### src/common/pulse_pkg.sv
// Register map and field positions assume word-aligned 32-bit accesses and a fixed 8-word program
package pulse_pkg;

    // Bus and datapath widths
    localparam int data_w         = 32;
    localparam int addr_w         = 6;
    localparam int pc_w           = 8;
    localparam int loop_w         = 8;
    localparam int dur_w          = 8;
    localparam int presc_w        = 4;
    localparam int carrier_w      = 12;
    localparam int num_prog_words = 8;
    localparam int prog_idx_w     = 3;
    // Symbol, loop and end interrupts
    localparam int num_irq        = 3;

    // Register offsets, program word n at prog_base_addr + 4n
    localparam logic [addr_w-1:0] reg_ctrl_addr    = 6'h00;
    localparam logic [addr_w-1:0] reg_index_addr   = 6'h04;
    localparam logic [addr_w-1:0] reg_dur_addr     = 6'h08;
    localparam logic [addr_w-1:0] reg_presc_addr   = 6'h0C;
    localparam logic [addr_w-1:0] reg_carrier_addr = 6'h10;
    localparam logic [addr_w-1:0] prog_base_addr   = 6'h20;

    // Control register
    localparam int ctrl_int_pos     = 0;
    localparam int ctrl_start_pos   = 4;
    localparam int ctrl_stop_pos    = 5;
    localparam int ctrl_int_en_pos  = 8;
    localparam int ctrl_forever_pos = 12;
    localparam int ctrl_idle_pos    = 13;
    localparam int ctrl_invert_pos  = 14;
    localparam int ctrl_carrier_pos = 15;
    localparam int ctrl_2bps_pos    = 17;
    // Low bit halves then high bit halves, 2 bits each
    localparam int ctrl_sym_pos     = 18;

    // Index register bytes
    localparam int idx_start_pos = 0;
    localparam int idx_end_pos   = 8;
    localparam int idx_loop_pos  = 16;
    localparam int idx_count_pos = 24;

    localparam int presc_pos   = 28;
    localparam int carrier_pos = 0;

    // Read word layout, status sits at ctrl_int_pos
    localparam int rd_run_pos  = 4;
    localparam int rd_loop_pos = 8;
    localparam int rd_pc_pos   = 16;

    // data_write_n code of a full word write
    localparam logic [1:0] wr_word_code = 2'b10;

    // One program word seen as 2-bit codes or as single bits
    typedef union packed {
        logic [data_w/2-1:0][1:0] sym2;
        logic [data_w-1:0]        bit1;
    } prog_word_u;

endpackage

### src/common/pulse_cfg_if.sv
// Configuration is static while running; events are single-cycle pulses from the playback side
`timescale 1ns/100ps

interface pulse_cfg_if;
    import pulse_pkg::*;

    // Run control from the register block
    logic running;
    logic start_pulse;
    // Mode and output shaping bits
    logic use_2bps;
    logic loop_forever;
    logic idle_level;
    logic invert;
    logic carrier_en;
    // Index {bit, half}, so low0 low1 high0 high1
    logic [3:0][1:0] sym_code;
    logic [pc_w-1:0] start_idx;
    logic [pc_w-1:0] end_idx;
    logic [pc_w-1:0] loop_idx;
    logic [loop_w-1:0] loop_count;
    // Duration per symbol code
    logic [3:0][dur_w-1:0] dur;
    logic [presc_w-1:0] prescaler;
    logic [carrier_w-1:0] carrier_half;
    logic [data_w-1:0] prog_word;
    // Back from the playback side
    logic [prog_idx_w-1:0] word_sel;
    logic symbol_evt;
    logic loop_evt;
    logic end_evt;
    logic [pc_w-1:0] pc;
    logic [loop_w-1:0] loop_cnt;

    modport regs (
        output running, start_pulse, use_2bps, loop_forever, idle_level, invert, carrier_en,
        output sym_code, start_idx, end_idx, loop_idx, loop_count,
        output dur, prescaler, carrier_half, prog_word,
        input  word_sel, symbol_evt, loop_evt, end_evt, pc, loop_cnt
    );

    modport play (
        input  running, start_pulse, use_2bps, loop_forever, idle_level, invert, carrier_en,
        input  sym_code, start_idx, end_idx, loop_idx, loop_count,
        input  dur, prescaler, carrier_half, prog_word,
        output word_sel, symbol_evt, loop_evt, end_evt, pc, loop_cnt
    );

endinterface

### src/sequencer/pulse_sequencer.sv
// Indices must be even in two-bits mode, and an end index that is never reached wraps the program
`timescale 1ns/100ps

module pulse_sequencer (
    input  logic      clk,
    input  logic      rst_n,
    pulse_cfg_if.play cfg,
    output logic      tx_level,
    output logic      tx_valid
);
    import pulse_pkg::*;

    logic              sp_d1;
    logic              sp_d2;
    logic              half;
    logic              eof;
    logic              loop_evt_q;
    logic [pc_w-1:0]   pc;
    logic [loop_w-1:0] loop_cnt;
    prog_word_u        word;
    logic              bit_val;
    logic [1:0]        code;
    logic [dur_w-1:0]  duration;
    logic              done;
    logic              load;
    logic              at_step;
    logic              at_end;
    logic              do_loop;

    // Start pipeline, pulse then fetch then prefetch
    always_ff @(posedge clk) begin
        if (!rst_n) begin
            sp_d1 <= 1'b0;
            sp_d2 <= 1'b0;
        end else begin
            sp_d1 <= cfg.start_pulse;
            sp_d2 <= sp_d1;
        end
    end

    assign tx_valid = cfg.running && !cfg.start_pulse && !sp_d1 && !sp_d2;

    // Upper pc bits select the word
    assign cfg.word_sel = pc[pc_w-1 -: prog_idx_w];
    assign word         = cfg.prog_word;

    // Symbol decode of the word at pc
    always_comb begin
        bit_val = word.bit1[pc[pc_w-prog_idx_w-1:0]];
        if (cfg.use_2bps) begin
            code = word.sym2[pc[pc_w-prog_idx_w-1:1]];
        end else begin
            code = cfg.sym_code[{bit_val, half}];
        end
        duration = cfg.dur[code];
    end

    // First load at the end of the prefetch cycle, then on each finished symbol
    assign load    = (sp_d2 && cfg.running) || (done && tx_valid && !eof);
    assign at_step = cfg.use_2bps || half;
    assign at_end  = (pc == cfg.end_idx);
    assign do_loop = cfg.loop_forever || (loop_cnt != '0);

    always_ff @(posedge clk) begin
        if (!rst_n) begin
            pc         <= '0;
            half       <= 1'b0;
            eof        <= 1'b0;
            loop_cnt   <= '0;
            loop_evt_q <= 1'b0;
        end else if (!cfg.running) begin
            // Idle, track the configured start point
            pc         <= cfg.start_idx;
            half       <= 1'b0;
            eof        <= 1'b0;
            loop_cnt   <= cfg.loop_count;
            loop_evt_q <= 1'b0;
        end else begin
            loop_evt_q <= 1'b0;
            if (load) begin
                if (!cfg.use_2bps) begin
                    half <= !half;
                end
                if (at_step) begin
                    if (!at_end) begin
                        // Step of 2 in two-bits mode, else 1
                        pc <= pc + {{(pc_w-2){1'b0}}, cfg.use_2bps, !cfg.use_2bps};
                    end else if (do_loop) begin
                        pc         <= cfg.loop_idx;
                        loop_cnt   <= loop_cnt - 1'b1;
                        loop_evt_q <= 1'b1;
                    end else begin
                        // Last symbol is loaded, end when it finishes
                        eof <= 1'b1;
                    end
                end
            end
        end
    end

    // Level of the symbol being played
    always_ff @(posedge clk) begin
        if (!rst_n) begin
            tx_level <= 1'b0;
        end else if (load) begin
            tx_level <= code[1];
        end
    end

    pulse_timer i_pulse_timer (
        .clk       (clk),
        .rst_n     (rst_n),
        .load      (load),
        .duration  (duration),
        .prescaler (cfg.prescaler),
        .done      (done)
    );

    assign cfg.symbol_evt = done && tx_valid;
    assign cfg.end_evt    = done && tx_valid && eof;
    assign cfg.loop_evt   = loop_evt_q;
    assign cfg.pc         = pc;
    assign cfg.loop_cnt   = loop_cnt;

    a_pc_even: assert property (@(posedge clk) disable iff (!rst_n)
        (cfg.running && cfg.use_2bps && !cfg.start_pulse) |-> !pc[0])
        else $error("odd program counter in two-bits mode");

endmodule

### src/sequencer/pulse_timer.sv
// Symbol lasts (duration + 1) * (prescaler + 1) cycles after load, idles after done without reload
`timescale 1ns/100ps

module pulse_timer (
    input  logic                          clk,
    input  logic                          rst_n,
    input  logic                          load,
    input  logic [pulse_pkg::dur_w-1:0]   duration,
    input  logic [pulse_pkg::presc_w-1:0] prescaler,
    output logic                          done
);
    import pulse_pkg::*;

    logic               busy;
    logic               tick;
    logic [presc_w-1:0] presc_cnt;
    logic [presc_w-1:0] presc_lim;
    logic [dur_w-1:0]   dur_cnt;
    logic [dur_w-1:0]   dur_lim;

    // Prescaler stage expires at zero
    assign tick = (presc_cnt == '0);
    assign done = busy && tick && (dur_cnt == dur_lim);

    always_ff @(posedge clk) begin
        if (!rst_n) begin
            busy      <= 1'b0;
            presc_cnt <= '0;
            presc_lim <= '0;
            dur_cnt   <= '0;
            dur_lim   <= '0;
        end else if (load) begin
            // Reload beats a done in the same cycle
            busy      <= 1'b1;
            presc_cnt <= prescaler;
            presc_lim <= prescaler;
            dur_cnt   <= '0;
            dur_lim   <= duration;
        end else if (done) begin
            busy <= 1'b0;
        end else if (busy) begin
            if (tick) begin
                presc_cnt <= presc_lim;
                dur_cnt   <= dur_cnt + 1'b1;
            end else begin
                presc_cnt <= presc_cnt - 1'b1;
            end
        end
    end

    a_dur_bound: assert property (@(posedge clk) disable iff (!rst_n)
        busy |-> (dur_cnt <= dur_lim))
        else $error("duration count ran past its load value");

endmodule

### src/verilog/carrier_gen.sv
// Carrier runs only while the output is valid and gates high symbols only when enabled
`timescale 1ns/100ps

module carrier_gen (
    input  logic      clk,
    input  logic      rst_n,
    pulse_cfg_if.play cfg,
    input  logic      tx_level,
    input  logic      tx_valid,
    output logic      carrier_out,
    output logic      tx_out
);
    import pulse_pkg::*;

    logic [carrier_w-1:0] half_cnt;
    logic                 phase;
    logic                 shaped;

    always_ff @(posedge clk) begin
        if (!rst_n) begin
            half_cnt <= '0;
            phase    <= 1'b1;
        end else if (!tx_valid) begin
            // Armed to restart high on the next valid cycle
            half_cnt <= '0;
            phase    <= 1'b1;
        end else if (half_cnt == cfg.carrier_half) begin
            half_cnt <= '0;
            phase    <= !phase;
        end else begin
            half_cnt <= half_cnt + 1'b1;
        end
    end

    assign carrier_out = tx_valid && phase;

    // Gate, then idle, then invert
    assign shaped = cfg.carrier_en ? (tx_level && carrier_out) : tx_level;
    assign tx_out = (tx_valid ? shaped : cfg.idle_level) ^ cfg.invert;

endmodule

### src/verilog/pulse_regs.sv
// A control write rewrites all config bits, so clearing status must write back the config
`timescale 1ns/100ps

module pulse_regs (
    input  logic                           clk,
    input  logic                           rst_n,
    input  logic [pulse_pkg::addr_w-1:0]   address,
    input  logic [pulse_pkg::data_w-1:0]   data_in,
    input  logic [1:0]                     data_write_n,
    pulse_cfg_if.regs                      cfg,
    output logic [pulse_pkg::data_w-1:0]   data_out,
    output logic                           user_interrupt
);
    import pulse_pkg::*;

    prog_word_u         prog_mem [num_prog_words];
    logic               wr_en;
    logic               run_d;
    logic [num_irq-1:0] int_status;
    logic [num_irq-1:0] int_en;
    logic [num_irq-1:0] irq_evt;

    // Full word writes on a word boundary only
    assign wr_en = (data_write_n == wr_word_code) && (address[1:0] == 2'b00);

    // Enabled events in status field order
    assign irq_evt = {cfg.end_evt, cfg.loop_evt, cfg.symbol_evt} & int_en;

    always_ff @(posedge clk) begin
        if (!rst_n) begin
            cfg.running      <= 1'b0;
            int_status       <= '0;
            int_en           <= '0;
            cfg.loop_forever <= 1'b0;
            cfg.idle_level   <= 1'b0;
            cfg.invert       <= 1'b0;
            cfg.carrier_en   <= 1'b0;
            cfg.use_2bps     <= 1'b0;
            cfg.sym_code     <= '0;
            cfg.start_idx    <= '0;
            cfg.end_idx      <= '0;
            cfg.loop_idx     <= '0;
            cfg.loop_count   <= '0;
            cfg.dur          <= '0;
            cfg.prescaler    <= '0;
            cfg.carrier_half <= '0;
        end else begin
            int_status <= int_status | irq_evt;
            // Program end drops the run bit at the last symbol edge
            if (cfg.end_evt) begin
                cfg.running <= 1'b0;
            end
            if (wr_en) begin
                case (address)
                    reg_ctrl_addr: begin
                        // Write one to clear while new events still land
                        int_status <= (int_status & ~data_in[ctrl_int_pos +: num_irq]) | irq_evt;
                        // Stop wins over start
                        if (data_in[ctrl_stop_pos]) begin
                            cfg.running <= 1'b0;
                        end else if (data_in[ctrl_start_pos]) begin
                            cfg.running <= 1'b1;
                        end
                        int_en           <= data_in[ctrl_int_en_pos +: num_irq];
                        cfg.loop_forever <= data_in[ctrl_forever_pos];
                        cfg.idle_level   <= data_in[ctrl_idle_pos];
                        cfg.invert       <= data_in[ctrl_invert_pos];
                        cfg.carrier_en   <= data_in[ctrl_carrier_pos];
                        cfg.use_2bps     <= data_in[ctrl_2bps_pos];
                        cfg.sym_code     <= data_in[ctrl_sym_pos +: 8];
                    end
                    reg_index_addr: begin
                        cfg.start_idx  <= data_in[idx_start_pos +: pc_w];
                        cfg.end_idx    <= data_in[idx_end_pos +: pc_w];
                        cfg.loop_idx   <= data_in[idx_loop_pos +: pc_w];
                        cfg.loop_count <= data_in[idx_count_pos +: loop_w];
                    end
                    reg_dur_addr:     cfg.dur          <= data_in;
                    reg_presc_addr:   cfg.prescaler    <= data_in[presc_pos +: presc_w];
                    reg_carrier_addr: cfg.carrier_half <= data_in[carrier_pos +: carrier_w];
                    default: begin
                    end
                endcase
            end
        end
    end

    // Program memory in the upper half of the address space
    always_ff @(posedge clk) begin
        if (wr_en && (address >= prog_base_addr)) begin
            prog_mem[address[prog_idx_w+1:2]] <= data_in;
        end
    end

    assign cfg.prog_word = prog_mem[cfg.word_sel];

    // One-cycle start pulse on the rising run bit
    always_ff @(posedge clk) begin
        if (!rst_n) begin
            run_d <= 1'b0;
        end else begin
            run_d <= cfg.running;
        end
    end

    assign cfg.start_pulse = cfg.running && !run_d;
    assign user_interrupt  = |int_status;

    // Read word ignores the address
    always_comb begin
        data_out = '0;
        data_out[ctrl_int_pos +: num_irq] = int_status;
        data_out[rd_run_pos]              = cfg.running;
        data_out[rd_loop_pos +: loop_w]   = cfg.loop_cnt;
        data_out[rd_pc_pos +: pc_w]       = cfg.pc;
    end

    // A start pulse only follows a start write that stop did not override
    a_start_single: assert property (@(posedge clk) disable iff (!rst_n)
        cfg.start_pulse |-> $past(wr_en && (address == reg_ctrl_addr)
                                  && data_in[ctrl_start_pos] && !data_in[ctrl_stop_pos])
                            ##1 !cfg.start_pulse)
        else $error("start_pulse without a single start write");

endmodule

### src/verilog/pulse_tx_top.sv
// Only 32-bit aligned writes are accepted; data_out is zero unless a read is requested
`timescale 1ns/100ps

module pulse_tx_top (
    input  logic                           clk,
    input  logic                           rst_n,
    input  logic [pulse_pkg::addr_w-1:0]   address,
    input  logic [pulse_pkg::data_w-1:0]   data_in,
    input  logic [1:0]                     data_write_n,
    input  logic [1:0]                     data_read_n,
    output logic [pulse_pkg::data_w-1:0]   data_out,
    output logic                           data_ready,
    output logic                           tx_out,
    output logic                           tx_valid,
    output logic                           carrier_out,
    output logic                           user_interrupt
);
    import pulse_pkg::*;

    logic [data_w-1:0] rd_word;
    logic              tx_level;

    pulse_cfg_if cfg ();

    pulse_regs i_pulse_regs (
        .clk            (clk),
        .rst_n          (rst_n),
        .address        (address),
        .data_in        (data_in),
        .data_write_n   (data_write_n),
        .cfg            (cfg),
        .data_out       (rd_word),
        .user_interrupt (user_interrupt)
    );

    pulse_sequencer i_pulse_sequencer (
        .clk      (clk),
        .rst_n    (rst_n),
        .cfg      (cfg),
        .tx_level (tx_level),
        .tx_valid (tx_valid)
    );

    carrier_gen i_carrier_gen (
        .clk         (clk),
        .rst_n       (rst_n),
        .cfg         (cfg),
        .tx_level    (tx_level),
        .tx_valid    (tx_valid),
        .carrier_out (carrier_out),
        .tx_out      (tx_out)
    );

    // Read word is combinational, 2'b11 means no read in flight
    assign data_out = (data_read_n == 2'b11) ? '0 : rd_word;
    // Every access completes in one cycle
    assign data_ready = 1'b1;

endmodule
### config.mk
export PLATFORM = sky130hd
export DESIGN_NAME = pulse_tx_top
export DESIGN_NICKNAME = d
export VERILOG_FILES = /design/src/common/pulse_pkg.sv /design/src/common/pulse_cfg_if.sv /design/src/sequencer/pulse_sequencer.sv /design/src/sequencer/pulse_timer.sv /design/src/verilog/carrier_gen.sv /design/src/verilog/pulse_regs.sv /design/src/verilog/pulse_tx_top.sv
export SDC_FILE = /design/constraint.sdc
export NUM_CORES = 1
export LEC_CHECK = 0
export BUFFER_PORTS_ARGS = -buffer_cell sky130_fd_sc_hd__buf_2
export CAP_MARGIN = 20
export CORE_ASPECT_RATIO = 1.75
export CORE_UTILIZATION = 40
export DETAILED_ROUTE_END_ITERATION = 6
export PLACE_DENSITY = 0.65
export SYNTH_ARGS = -nofsm -noshare
export SYNTH_HDL_FRONTEND = slang
export SYNTH_SLANG_ARGS = --single-unit
### constraint.sdc
create_clock -name clk -period 11.7 [get_ports clk]
set_input_delay 1.755 -clock clk [delete_from_list [all_inputs] [get_ports clk]]
set_output_delay 1.755 -clock clk [all_outputs]
set_load 0.03 [all_outputs]
==> metrics, run 1 <==
synth cell count leaders=edfxtp_1, nand2_1, dfxtp_1; Post-synth EDFFs=256; top cell type's share of synthesized area=44.17%; routed via count=11026; Worst Max-Slew Pin Slew=0.8042 ns; most common flop cell mapped by yosys=edfxtp_1; CTS tree=built; # rows=100; final instance area=19390 um^2; Max Cap Viol=0; Final Critical Period=4.643 ns; CP endpoint kind=flop; fin nets=1466; vias in the first global route=11092; GPL Wtd Cong=0.8132; Num CTS Buffers=36; synth top area cells=edfxtp_1, dfxtp_1, mux4_2; Avg Cell Area, Syn=12.74 um^2; antenna-violating nets left=0; global-route wire length before repair=65730 um; post-synthesis mux area share=12.29%; Synth area leader=edfxtp_1; Pre-antenna DRT Iters=5; worst-path cell chain=buf_4 -> mux4_1 -> mux4_2 -> mux2i_1 -> o31ai_1 -> o31ai_2 -> mux2i_4 -> mux2i_1 -> a221oi_1; outcome=finished clean; Worst Path Buf+Inv=1; fmax=215.4 MHz; Synth Register Bits=420; n_diodes=0; crit-path max cell delay=0.76 ns; Final Hold Vio Count=0; most frequent cell after synthesis=edfxtp_1; FILL cells=3803; Syn. warnings=0; critical path type=reg -> reg; H-tree levels=2; CP Depth=9; final wirelength=43560 um; pwr dens=146.0 nW/um^2; clock sink count=420; reg2reg path depth=9; Post-Synth Simple-Gate Area=10.38%; Hold Crit Class=reg -> reg; Die X=159.7 um; IO Port Bufs=67; Crit path required time=12.13 ns; GR Util met1=20.99%; All-Layer GR Usage=19.64%; Post-Synth Adder-Cell Area=0.6902%; mean routed wirelength per cell=21.77 um; CP Max Fanout=40; Fin Hold WS=0.4195 ns; DPL Wire Length=28670 um; Finish-stage setup viols=0; Layout area overhead=11.44%; DIE HEIGHT=277.9 um; RSZ-0062 raised after global routing=false; complex-gate fraction of the synthesized area=7.750%; Root Driver=clkbuf_16; Rel. slew slack=45.89%; largest net degree at the start of global routing=65; Worst-Skew Late Latency=0.54 ns; post-CTS setup buffer count=0; Peak supply drop=0.1194 mV; busiest layer in global routing=met2; vias per cell=5.510; initial DRC count=790; GR Util met3=1.997%; Worst Clk Skew=0.02039 ns; post-CTS sizing=0; pins over their slew limit=0; xor/xnor share of the synthesized area=2.466%; Top Family by Delay on Critical Path=multiplexers; WHS Path Cells=1; async set or reset register ratio after synthesis=0%; Worst path slowest cell=mux2i_4; most frequent CP cell=mux2i_1; DRC viols=0; Ports=81; hold_buf cts=0; met2 global-route usage=37.24%; Initial Util=40.79%; arrival time at the worst endpoint=5.07 ns; pre-CTS setup slack=7.061 ns; setup ws final=7.057 ns; area post-placement=18230 um^2; fin crit share=39.69%; Clock Path Buffers=3; combinational family with the most area after synthesis=multiplexers; CP startpoint kind=flop; die area=44380 um^2; register area share after synthesis=63.04%; clock-pin slew on the worst setup and hold paths=0.07 ns; P_leak=0.006231 uW; core area=42670 um^2; initial antenna violation count=0; Mapped Area=17400 um^2; Post-Route Setup TNS=0 ns; Post-Syn Instances=1366; total gr overflow=0; layout cell share with drive strength beyond 1=15.69%; count of different cell masters after synthesis=67
[layer usage]
layer | vias to the layer above | wire, um
li1 | 5081 | -
met1 | 5514 | 15750
met2 | 334 | 23610
met3 | 97 | 1877
met4 | 0 | 2329
met5 | - | 0
[cell families (layout without fill, tap and decap cells)]
| logic type | after synthesis | after routing |
|---|---|---|
| compound gates | 225 | 225 |
| xor+xnor | 49 | 49 |
| fa+ha+maj | 9 | 9 |
| buf+inv | 115 | 178 |
| flops | 420 | 420 |
| mux | 135 | 135 |
| other cells | 2 | 13 |
| simple gates | 411 | 411 |
[state kept, by name, summed over array words and instances, names as in the netlist, 3 cells and up, named ones only]
signal,count
i_pulse_regs.prog_mem,256
i_pulse_regs.cfg.dur,32
i_carrier_gen.half_cnt,12
i_pulse_regs.cfg.carrier_half,12
i_pulse_regs.cfg.end_idx,8
i_pulse_regs.cfg.loop_count,8
i_pulse_regs.cfg.loop_idx,8
i_pulse_regs.cfg.start_idx,8
i_pulse_regs.cfg.sym_code,8
i_pulse_sequencer.cfg.loop_cnt,8
i_pulse_sequencer.cfg.pc,8
i_pulse_sequencer.i_pulse_timer.dur_cnt,8
i_pulse_sequencer.i_pulse_timer.dur_lim,8
i_pulse_regs.cfg.prescaler,4
i_pulse_sequencer.i_pulse_timer.presc_cnt,4
i_pulse_sequencer.i_pulse_timer.presc_lim,4
i_pulse_regs.int_en,3
i_pulse_regs.int_status,3
[per-stage QoR]
step           total power, uW  utilization [%]  std cells
2_1_floorplan             1631                -       1377
3_3_place_gp              1664            42.70       1935
3_5_place_dp              1665            42.73       1936
4_1_cts                   2853            45.45       2001
5_1_grt                   2902            45.45       2001
6_report                  2832            45.45       2001
[where the power goes]
part	switching, uW	leakage (uW)	internal [uW]
Combinational	50.0	0.00204	11.0
Clock	531	0.000569	668
Sequential	1.58	0.00362	1570
[area by class of cell]
cell class                 instances  area, um^2  share of cell area [%]
clock buffer                      51        1040                   5.361
sequential                       420       10980                   56.60
timing repair buffer              89       504.2                   2.600
clock inverter                    14       123.9                  0.6387
inverter                          24       92.59                  0.4774
tap                              561       701.9                   3.619
multi-input combinational        842        5954                   30.70
[placed cells by master (no fill, tap or decap), types with 12 or more instances in the layout]
cell,synthesis,final
a211oi_1,12,12
a21oi_1,135,135
a221oi_1,12,12
and2_1,18,18
buf_2,6,67
buf_4,21,21
clkbuf_16,0,38
conb_1,2,13
dfxtp_1,164,161
edfxtp_1,256,256
inv_1,21,21
mux2_2,16,16
mux2i_1,61,61
mux4_2,46,46
nand2_1,207,207
nand3_1,24,24
nor2_1,92,85
o21ai_0,19,19
xnor2_1,27,27
xor2_1,22,22
[final timing paths]
path | start | endpoint | slack [ns]
worst max register to register | flop | i_pulse_sequencer.i_pulse_timer.dur_lim[1]$_SDFFE_PN0P_ | 7.06
worst min register to register | i_pulse_regs.run_d$_SDFF_PN0_ | i_pulse_sequencer.sp_d1$_SDFF_PN0_ | 0.42
worst max-delay path | flop | i_pulse_sequencer.i_pulse_timer.dur_lim[1]$_SDFFE_PN0P_ | 7.06
worst min-delay path | i_pulse_regs.run_d$_SDFF_PN0_ | i_pulse_sequencer.sp_d1$_SDFF_PN0_ | 0.42
No activity file was read; power rests on OpenSTA's default activity.
==> run 2: changes to the inputs <==
PLACE_DENSITY = 0.67   (was 0.65)
clock period = 4.1 ns   (was 11.7 ns; I/O delays follow)
==> run 2 against run 1 <==
  * Flip-flop and latch count stayed put
  * Largest cell class unchanged
  * Largest power group unchanged
  * Highest routed layer unchanged
  * Combinational power grew to 3.0 times the previous value
  * First-iteration DRC count is 4.8% lower
==> metrics, run 2 (synthesis results as in run 1) <==
RSZ-0062 raised after global routing=false (unchanged); fmax=260.2 MHz (was 215.4 MHz); IO Port Bufs=67 (unchanged); vias per cell=5.482 (was 5.510); Final Hold Vio Count=0 (unchanged); Worst Max-Slew Pin Slew=0.8421 ns (was 0.8042 ns); Worst Clk Skew=0.01643 ns (was 0.02039 ns); All-Layer GR Usage=20.60% (was 19.64%); worst r2r dst=i_pulse_sequencer.i_pulse_timer.dur_lim[0]$_SDFFE_PN0P_ (was i_pulse_sequencer.i_pulse_timer.dur_lim[1]$_SDFFE_PN0P_); pins over their slew limit=0 (unchanged); P_leak=0.006409 uW (was 0.006231 uW); CP startpoint kind=flop (unchanged); initial DRC count=752 (was 790); global-route wire length before repair=68370 um (was 65730 um); CP endpoint=i_pulse_sequencer.i_pulse_timer.dur_lim[0]$_SDFFE_PN0P_ (was i_pulse_sequencer.i_pulse_timer.dur_lim[1]$_SDFFE_PN0P_); mean routed wirelength per cell=22.34 um (was 21.77 um); Worst-Skew Late Latency=0.55 ns (was 0.54 ns); pwr dens=425.3 nW/um^2 (was 146.0 nW/um^2); met3 WL=1904 um (was 1877 um); most common cell after layout, fill and taps aside=edfxtp_1 (unchanged); H-tree levels=2 (unchanged); r2r setup slk=0.26 ns (was 7.06 ns); # rows=100 (unchanged); hold_buf cts=0 (unchanged); CP endpoint kind=flop (unchanged); Max Cap Viol=0 (unchanged); Clock Path Buffers=3 (unchanged); Peak supply drop=0.3263 mV (was 0.1194 mV); Die X=159.7 um (unchanged); total gr overflow=0 (unchanged); critical path type=reg -> reg (unchanged); DIE HEIGHT=277.9 um (unchanged); die area=44380 um^2 (unchanged); largest net degree at the start of global routing=82 (was 65); fin crit share=93.74% (was 39.69%); layout cell share with drive strength beyond 1=17.26% (was 15.69%); fin nets=1484 (was 1466); clock-pin slew on the worst setup and hold paths=0.07 ns (about the same); Root Driver=clkbuf_16 (unchanged); Ports=81 (unchanged); arrival time at the worst endpoint=4.28 ns (was 5.07 ns); post-CTS sizing=0 (unchanged); clock sink count=420 (unchanged); Crit path required time=4.53 ns (was 12.13 ns); Post-Route Setup TNS=0 ns (unchanged); Finish-stage setup viols=0 (unchanged); GPL Wtd Cong=0.8675 (was 0.8132); final wirelength=45170 um (was 43560 um); routed via count=11085 (was 11026); M1 wire length=15940 um (was 15750 um); Final Critical Period=3.843 ns (was 4.643 ns); max layer used=met4 (unchanged); CP Max Fanout=25 (was 40); CTS tree=built (unchanged); outcome=finished clean (unchanged); reg2reg path depth=11 (was 9); Hold Crit Class=in -> reg (was reg -> reg); Pre-antenna DRT Iters=5 (unchanged); DPL Wire Length=30530 um (was 28670 um); initial antenna violation count=1 (was 0); Rel. slew slack=43.86% (was 45.89%); hold_sp=rst_n (was i_pulse_regs.run_d$_SDFF_PN0_); setup ws final=0.2568 ns (was 7.057 ns); pre-CTS setup slack=0.2757 ns (was 7.061 ns); vias in the first global route=11543 (was 11092); commonest cells after routing, fill and taps aside=edfxtp_1, nand2_1, dfxtp_1 (unchanged); max reg flops=256 (unchanged); antenna-violating nets left=0 (unchanged); Num CTS Buffers=37 (was 36); FILL cells=3740 (was 3803); Layout area overhead=13.24% (was 11.44%); core area=42670 um^2 (unchanged); DRC viols=0 (unchanged); Initial Util=40.79% (unchanged); post-CTS setup buffer count=0 (unchanged); met2 wire len=24390 um (was 23610 um)
-- run 2: power breakdown --
part / switching [uW] / internal (uW)
clock: 1550 / 2170
combinational: 149 / 32.1
sequential: 4.48 / 4480
total: 1700 / 6680
-- run 2: worst min path at each step --
stage / to / depth (start not counted)
floorplan: i_pulse_sequencer.sp_d1$_SDFF_PN0_ / 1
global placement: i_pulse_sequencer.sp_d1$_SDFF_PN0_ / 1
detailed placement: i_pulse_sequencer.sp_d1$_SDFF_PN0_ / 1
CTS: i_carrier_gen.phase$_SDFFE_PN1P_ / 2
global route: i_carrier_gen.phase$_SDFFE_PN1P_ / 2
finish: i_carrier_gen.phase$_SDFFE_PN1P_ / 2
-- run 2: critical path, cell delays in order, from the launching register on --
cell	delay (ns)
dfxtp_4	0.65
buf_4	0.44
mux4_1	0.61
mux2_2	0.28
a2bb2oi_1	0.14
nand3_1	0.17
a32oi_1	0.18
o31ai_2	0.20
mux2i_4	0.31
buf_4	0.29
mux2i_1	0.12
a221oi_1	0.32
-- run 2: cell type report --
| class | count | area, um^2 | share of cell area (%) |
|---|---|---|---|
| multi-input combinational | 842 | 5967 | 30.28 |
| clock buffer | 52 | 1120 | 5.682 |
| inverter | 24 | 92.59 | 0.4698 |
| sequential | 420 | 10980 | 55.70 |
| tap | 561 | 701.9 | 3.562 |
| timing repair buffer | 106 | 665.6 | 3.378 |
| antenna | 1 | 2.502 | 0.01270 |
| clock inverter | 16 | 181.4 | 0.9206 |
-- run 2: metrics by stage --
| stage | util [%] | hold WS [ns] | instances | cell area, um^2 | power, uW |
|---|---|---|---|---|---|
| after floorplan | - | 0.3843 | 1377 | 17450 | 4656 |
| after global placement | 43.13 | 0.3977 | 1953 | 18400 | 4755 |
| after detailed placement | 43.13 | 0.4128 | 1953 | 18400 | 4759 |
| after CTS | 46.18 | 0.3861 | 2021 | 19710 | 8420 |
| after global routing | 46.19 | 0.4020 | 2022 | 19710 | 8564 |
| final | 46.19 | 0.4086 | 2022 | 19710 | 8382 |
-- run 2: metal layers --
metal  GRT usage (%)  up-vias
li1                -     5108
met1           21.76     5449
met2           38.22      391
met3           2.146      137
met4           14.03        0
met5               0        -
==> run 3: changes to the inputs <==
==> constraint.sdc (replaced) <==
create_clock -name clk -period 4.1 [get_ports clk]
set_input_delay 1.025 -clock clk [delete_from_list [all_inputs] [get_ports clk]]
set_output_delay 1.025 -clock clk [all_outputs]
set_load 0.03 [all_outputs]
==> run 3 against run 2 <==
  * Critical path type unchanged
  * Clock power decreased by 4%
  * Sequential power barely moved
  * Die area did not move
==> metrics, run 3 (synthesis results as in run 1) <==
outcome=finished clean (unchanged); WHS Path Cells=1 (was 2); most common cell after layout, fill and taps aside=edfxtp_1 (unchanged); switching share of power=20.50% (was 20.32%); Worst-Skew Late Latency=0.55 ns (about the same); GR Util met1=21.04% (was 21.76%); Ports=81 (unchanged); Post-Route Setup TNS=0 ns (unchanged); pins over their slew limit=0 (unchanged); critical path type=reg -> reg (unchanged); met2 global-route usage=38.30% (was 38.22%); largest net degree at the start of global routing=53 (was 82); Max Cap Viol=0 (unchanged); Final Hold Vio Count=0 (unchanged); total gr overflow=0 (unchanged); reg2reg path depth=10 (was 11); NetSw=1690 uW (was 1703 uW); Hold EP=i_pulse_sequencer.sp_d1$_SDFF_PN0_ (was i_carrier_gen.phase$_SDFFE_PN1P_); combinational share of power=2.2% (about the same); layout cell share with drive strength beyond 1=16.60% (was 17.26%); initial DRC count=730 (was 752); r2r setup slk=0.37 ns (was 0.26 ns); global-route wire length before repair=67610 um (was 68370 um); Rel. slew slack=52.98% (was 43.86%); Initial Util=40.79% (unchanged); clock share of power=43.4% (was 44.3%); fin nets=1479 (was 1484); final instance area=19660 um^2 (was 19710 um^2); fin crit share=90.95% (was 93.74%); Root Driver=clkbuf_16 (unchanged); Die X=159.7 um (unchanged); clock-pin slew on the worst setup and hold paths=0.07 ns (about the same); CP startpoint kind=flop (unchanged); DRC viols=0 (unchanged); Worst Max-Slew Pin Slew=0.7052 ns (was 0.8421 ns); arrival time at the worst endpoint=4.16 ns (was 4.28 ns); busiest layer in global routing=met2 (unchanged); # rows=100 (unchanged); vias in the first global route=11483 (was 11543); area post-placement=18440 um^2 (was 18400 um^2); GPL Wtd Cong=0.8985 (was 0.8675); GR Util met3=2.086% (was 2.146%); Pint=6555 uW (was 6679 uW); DPL Wire Length=30400 um (was 30530 um); mean routed wirelength per cell=22.11 um (was 22.34 um); All-Layer GR Usage=20.24% (was 20.60%); Clock Path Buffers=3 (unchanged); clock sink count=420 (unchanged); max reg flops=256 (unchanged); CP Max Fanout=27 (was 25); Hold Crit Class=reg -> reg (was in -> reg); vias per cell=5.503 (was 5.482); routed via count=11083 (was 11085); pwr dens=419.4 nW/um^2 (was 425.3 nW/um^2); Pre-antenna DRT Iters=5 (unchanged); antenna-violating nets left=0 (unchanged); FILL cells=3772 (was 3740); hold_buf cts=0 (unchanged); Peak supply drop=0.3408 mV (was 0.3263 mV); CP endpoint kind=flop (unchanged); Reg power frac=54.4% (was 53.5%); post-CTS setup buffer count=0 (unchanged); Num CTS Buffers=36 (was 37); commonest cells after routing, fill and taps aside=edfxtp_1, nand2_1, dfxtp_1 (unchanged); worst r2r dst=i_pulse_sequencer.i_pulse_timer.dur_lim[0]$_SDFFE_PN0P_ (unchanged); final wirelength=44530 um (was 45170 um); core area=42670 um^2 (unchanged); CTS tree=built (unchanged); Finish-stage setup viols=0 (unchanged); post-CTS sizing=0 (unchanged); P_leak=0.006355 uW (was 0.006409 uW); Final Critical Period=3.729 ns (was 3.843 ns); die area=44380 um^2 (unchanged); H-tree levels=2 (unchanged); Crit path required time=4.53 ns (about the same); Worst Clk Skew=0.01899 ns (was 0.01643 ns); RSZ-0062 raised after global routing=false (unchanged); initial antenna violation count=1 (unchanged); Layout area overhead=12.96% (was 13.24%); IO Port Bufs=67 (unchanged); DIE HEIGHT=277.9 um (unchanged); hold_sp=i_pulse_regs.run_d$_SDFF_PN0_ (was rst_n); fmax=268.2 MHz (was 260.2 MHz)
run 3: cell types whose count changed in the layout (fill, tap and decap cells not counted), moves of 2 or more:
cell / previous run / this run
buf_4: 36 / 27
buf_12: 3 / 8
clkbuf_1: 4 / 8
clkbuf_8: 7 / 3
clkbuf_16: 40 / 37
clkinv_2: 6 / 4
run 3: routing by layer:
layer	share of wire [%]	routed length, um
met2	54	24140
met5	0	0
met1	36	15810
met4	6.2	2761
met3	4.1	1815
run 3: power by group through the flow:
stage	clock (uW)	combinational, uW	sequential (uW)
finish	3580	180	4480
global route	3770	189	4480
CTS	3630	179	4480
detailed placement	0	178	4580
global placement	0	174	4580
floorplan	0	76.6	4580
run 3: area by class of cell:
cell class / count / area [um^2] / area share (%)
inverters: 24 / 92.59 / 0.4710
repair buffers: 102 / 698.2 / 3.552
well taps: 561 / 701.9 / 3.571
multi-input cells: 842 / 5967 / 30.35
clock buffers: 48 / 997.2 / 5.073
diodes: 1 / 2.502 / 0.01273
clock inverters: 16 / 221.5 / 1.127
flip-flops and latches: 420 / 10980 / 55.84
run 3: worst max path at each step:
stage	from	end	slack [ns]	cells after the start
after floorplan	address[1]	i_pulse_regs.prog_mem[3][0]$_DFFE_PP_	0.35	4
after global placement	flop	i_pulse_sequencer.i_pulse_timer.dur_lim[4]$_SDFFE_PN0P_	0.48	10
after detailed placement	flop	i_pulse_sequencer.i_pulse_timer.dur_lim[0]$_SDFFE_PN0P_	0.40	10
after CTS	flop	i_pulse_sequencer.i_pulse_timer.dur_lim[0]$_SDFFE_PN0P_	0.35	10
after global routing	flop	i_pulse_sequencer.i_pulse_timer.dur_lim[5]$_SDFFE_PN0P_	0.15	10
final	flop	i_pulse_sequencer.i_pulse_timer.dur_lim[0]$_SDFFE_PN0P_	0.37	10
run 3: metrics by stage:
stage	util, %	total power [uW]	hold slack [ns]	setup slack (ns)	instances
finish	46.07	8245	0.4117	0.3710	2014
floorplan	-	4656	0.3843	0.3457	1377
CTS	46.07	8292	0.4132	0.3489	2013
global placement	43.21	4753	0.3915	0.4756	1949
global route	46.07	8442	0.4161	0.1530	2014
detailed placement	43.21	4758	0.4017	0.4021	1949
run 3: worst max-delay path: stages, from the launching register on:
cell	delay, ns
dfxtp_4	0.67
mux4_2	0.57
mux4_2	0.51
mux2_2	0.32
a211oi_2	0.22
a32oi_1	0.11
o31ai_2	0.17
mux2i_4	0.30
buf_4	0.29
mux2i_1	0.12
a221oi_1	0.33
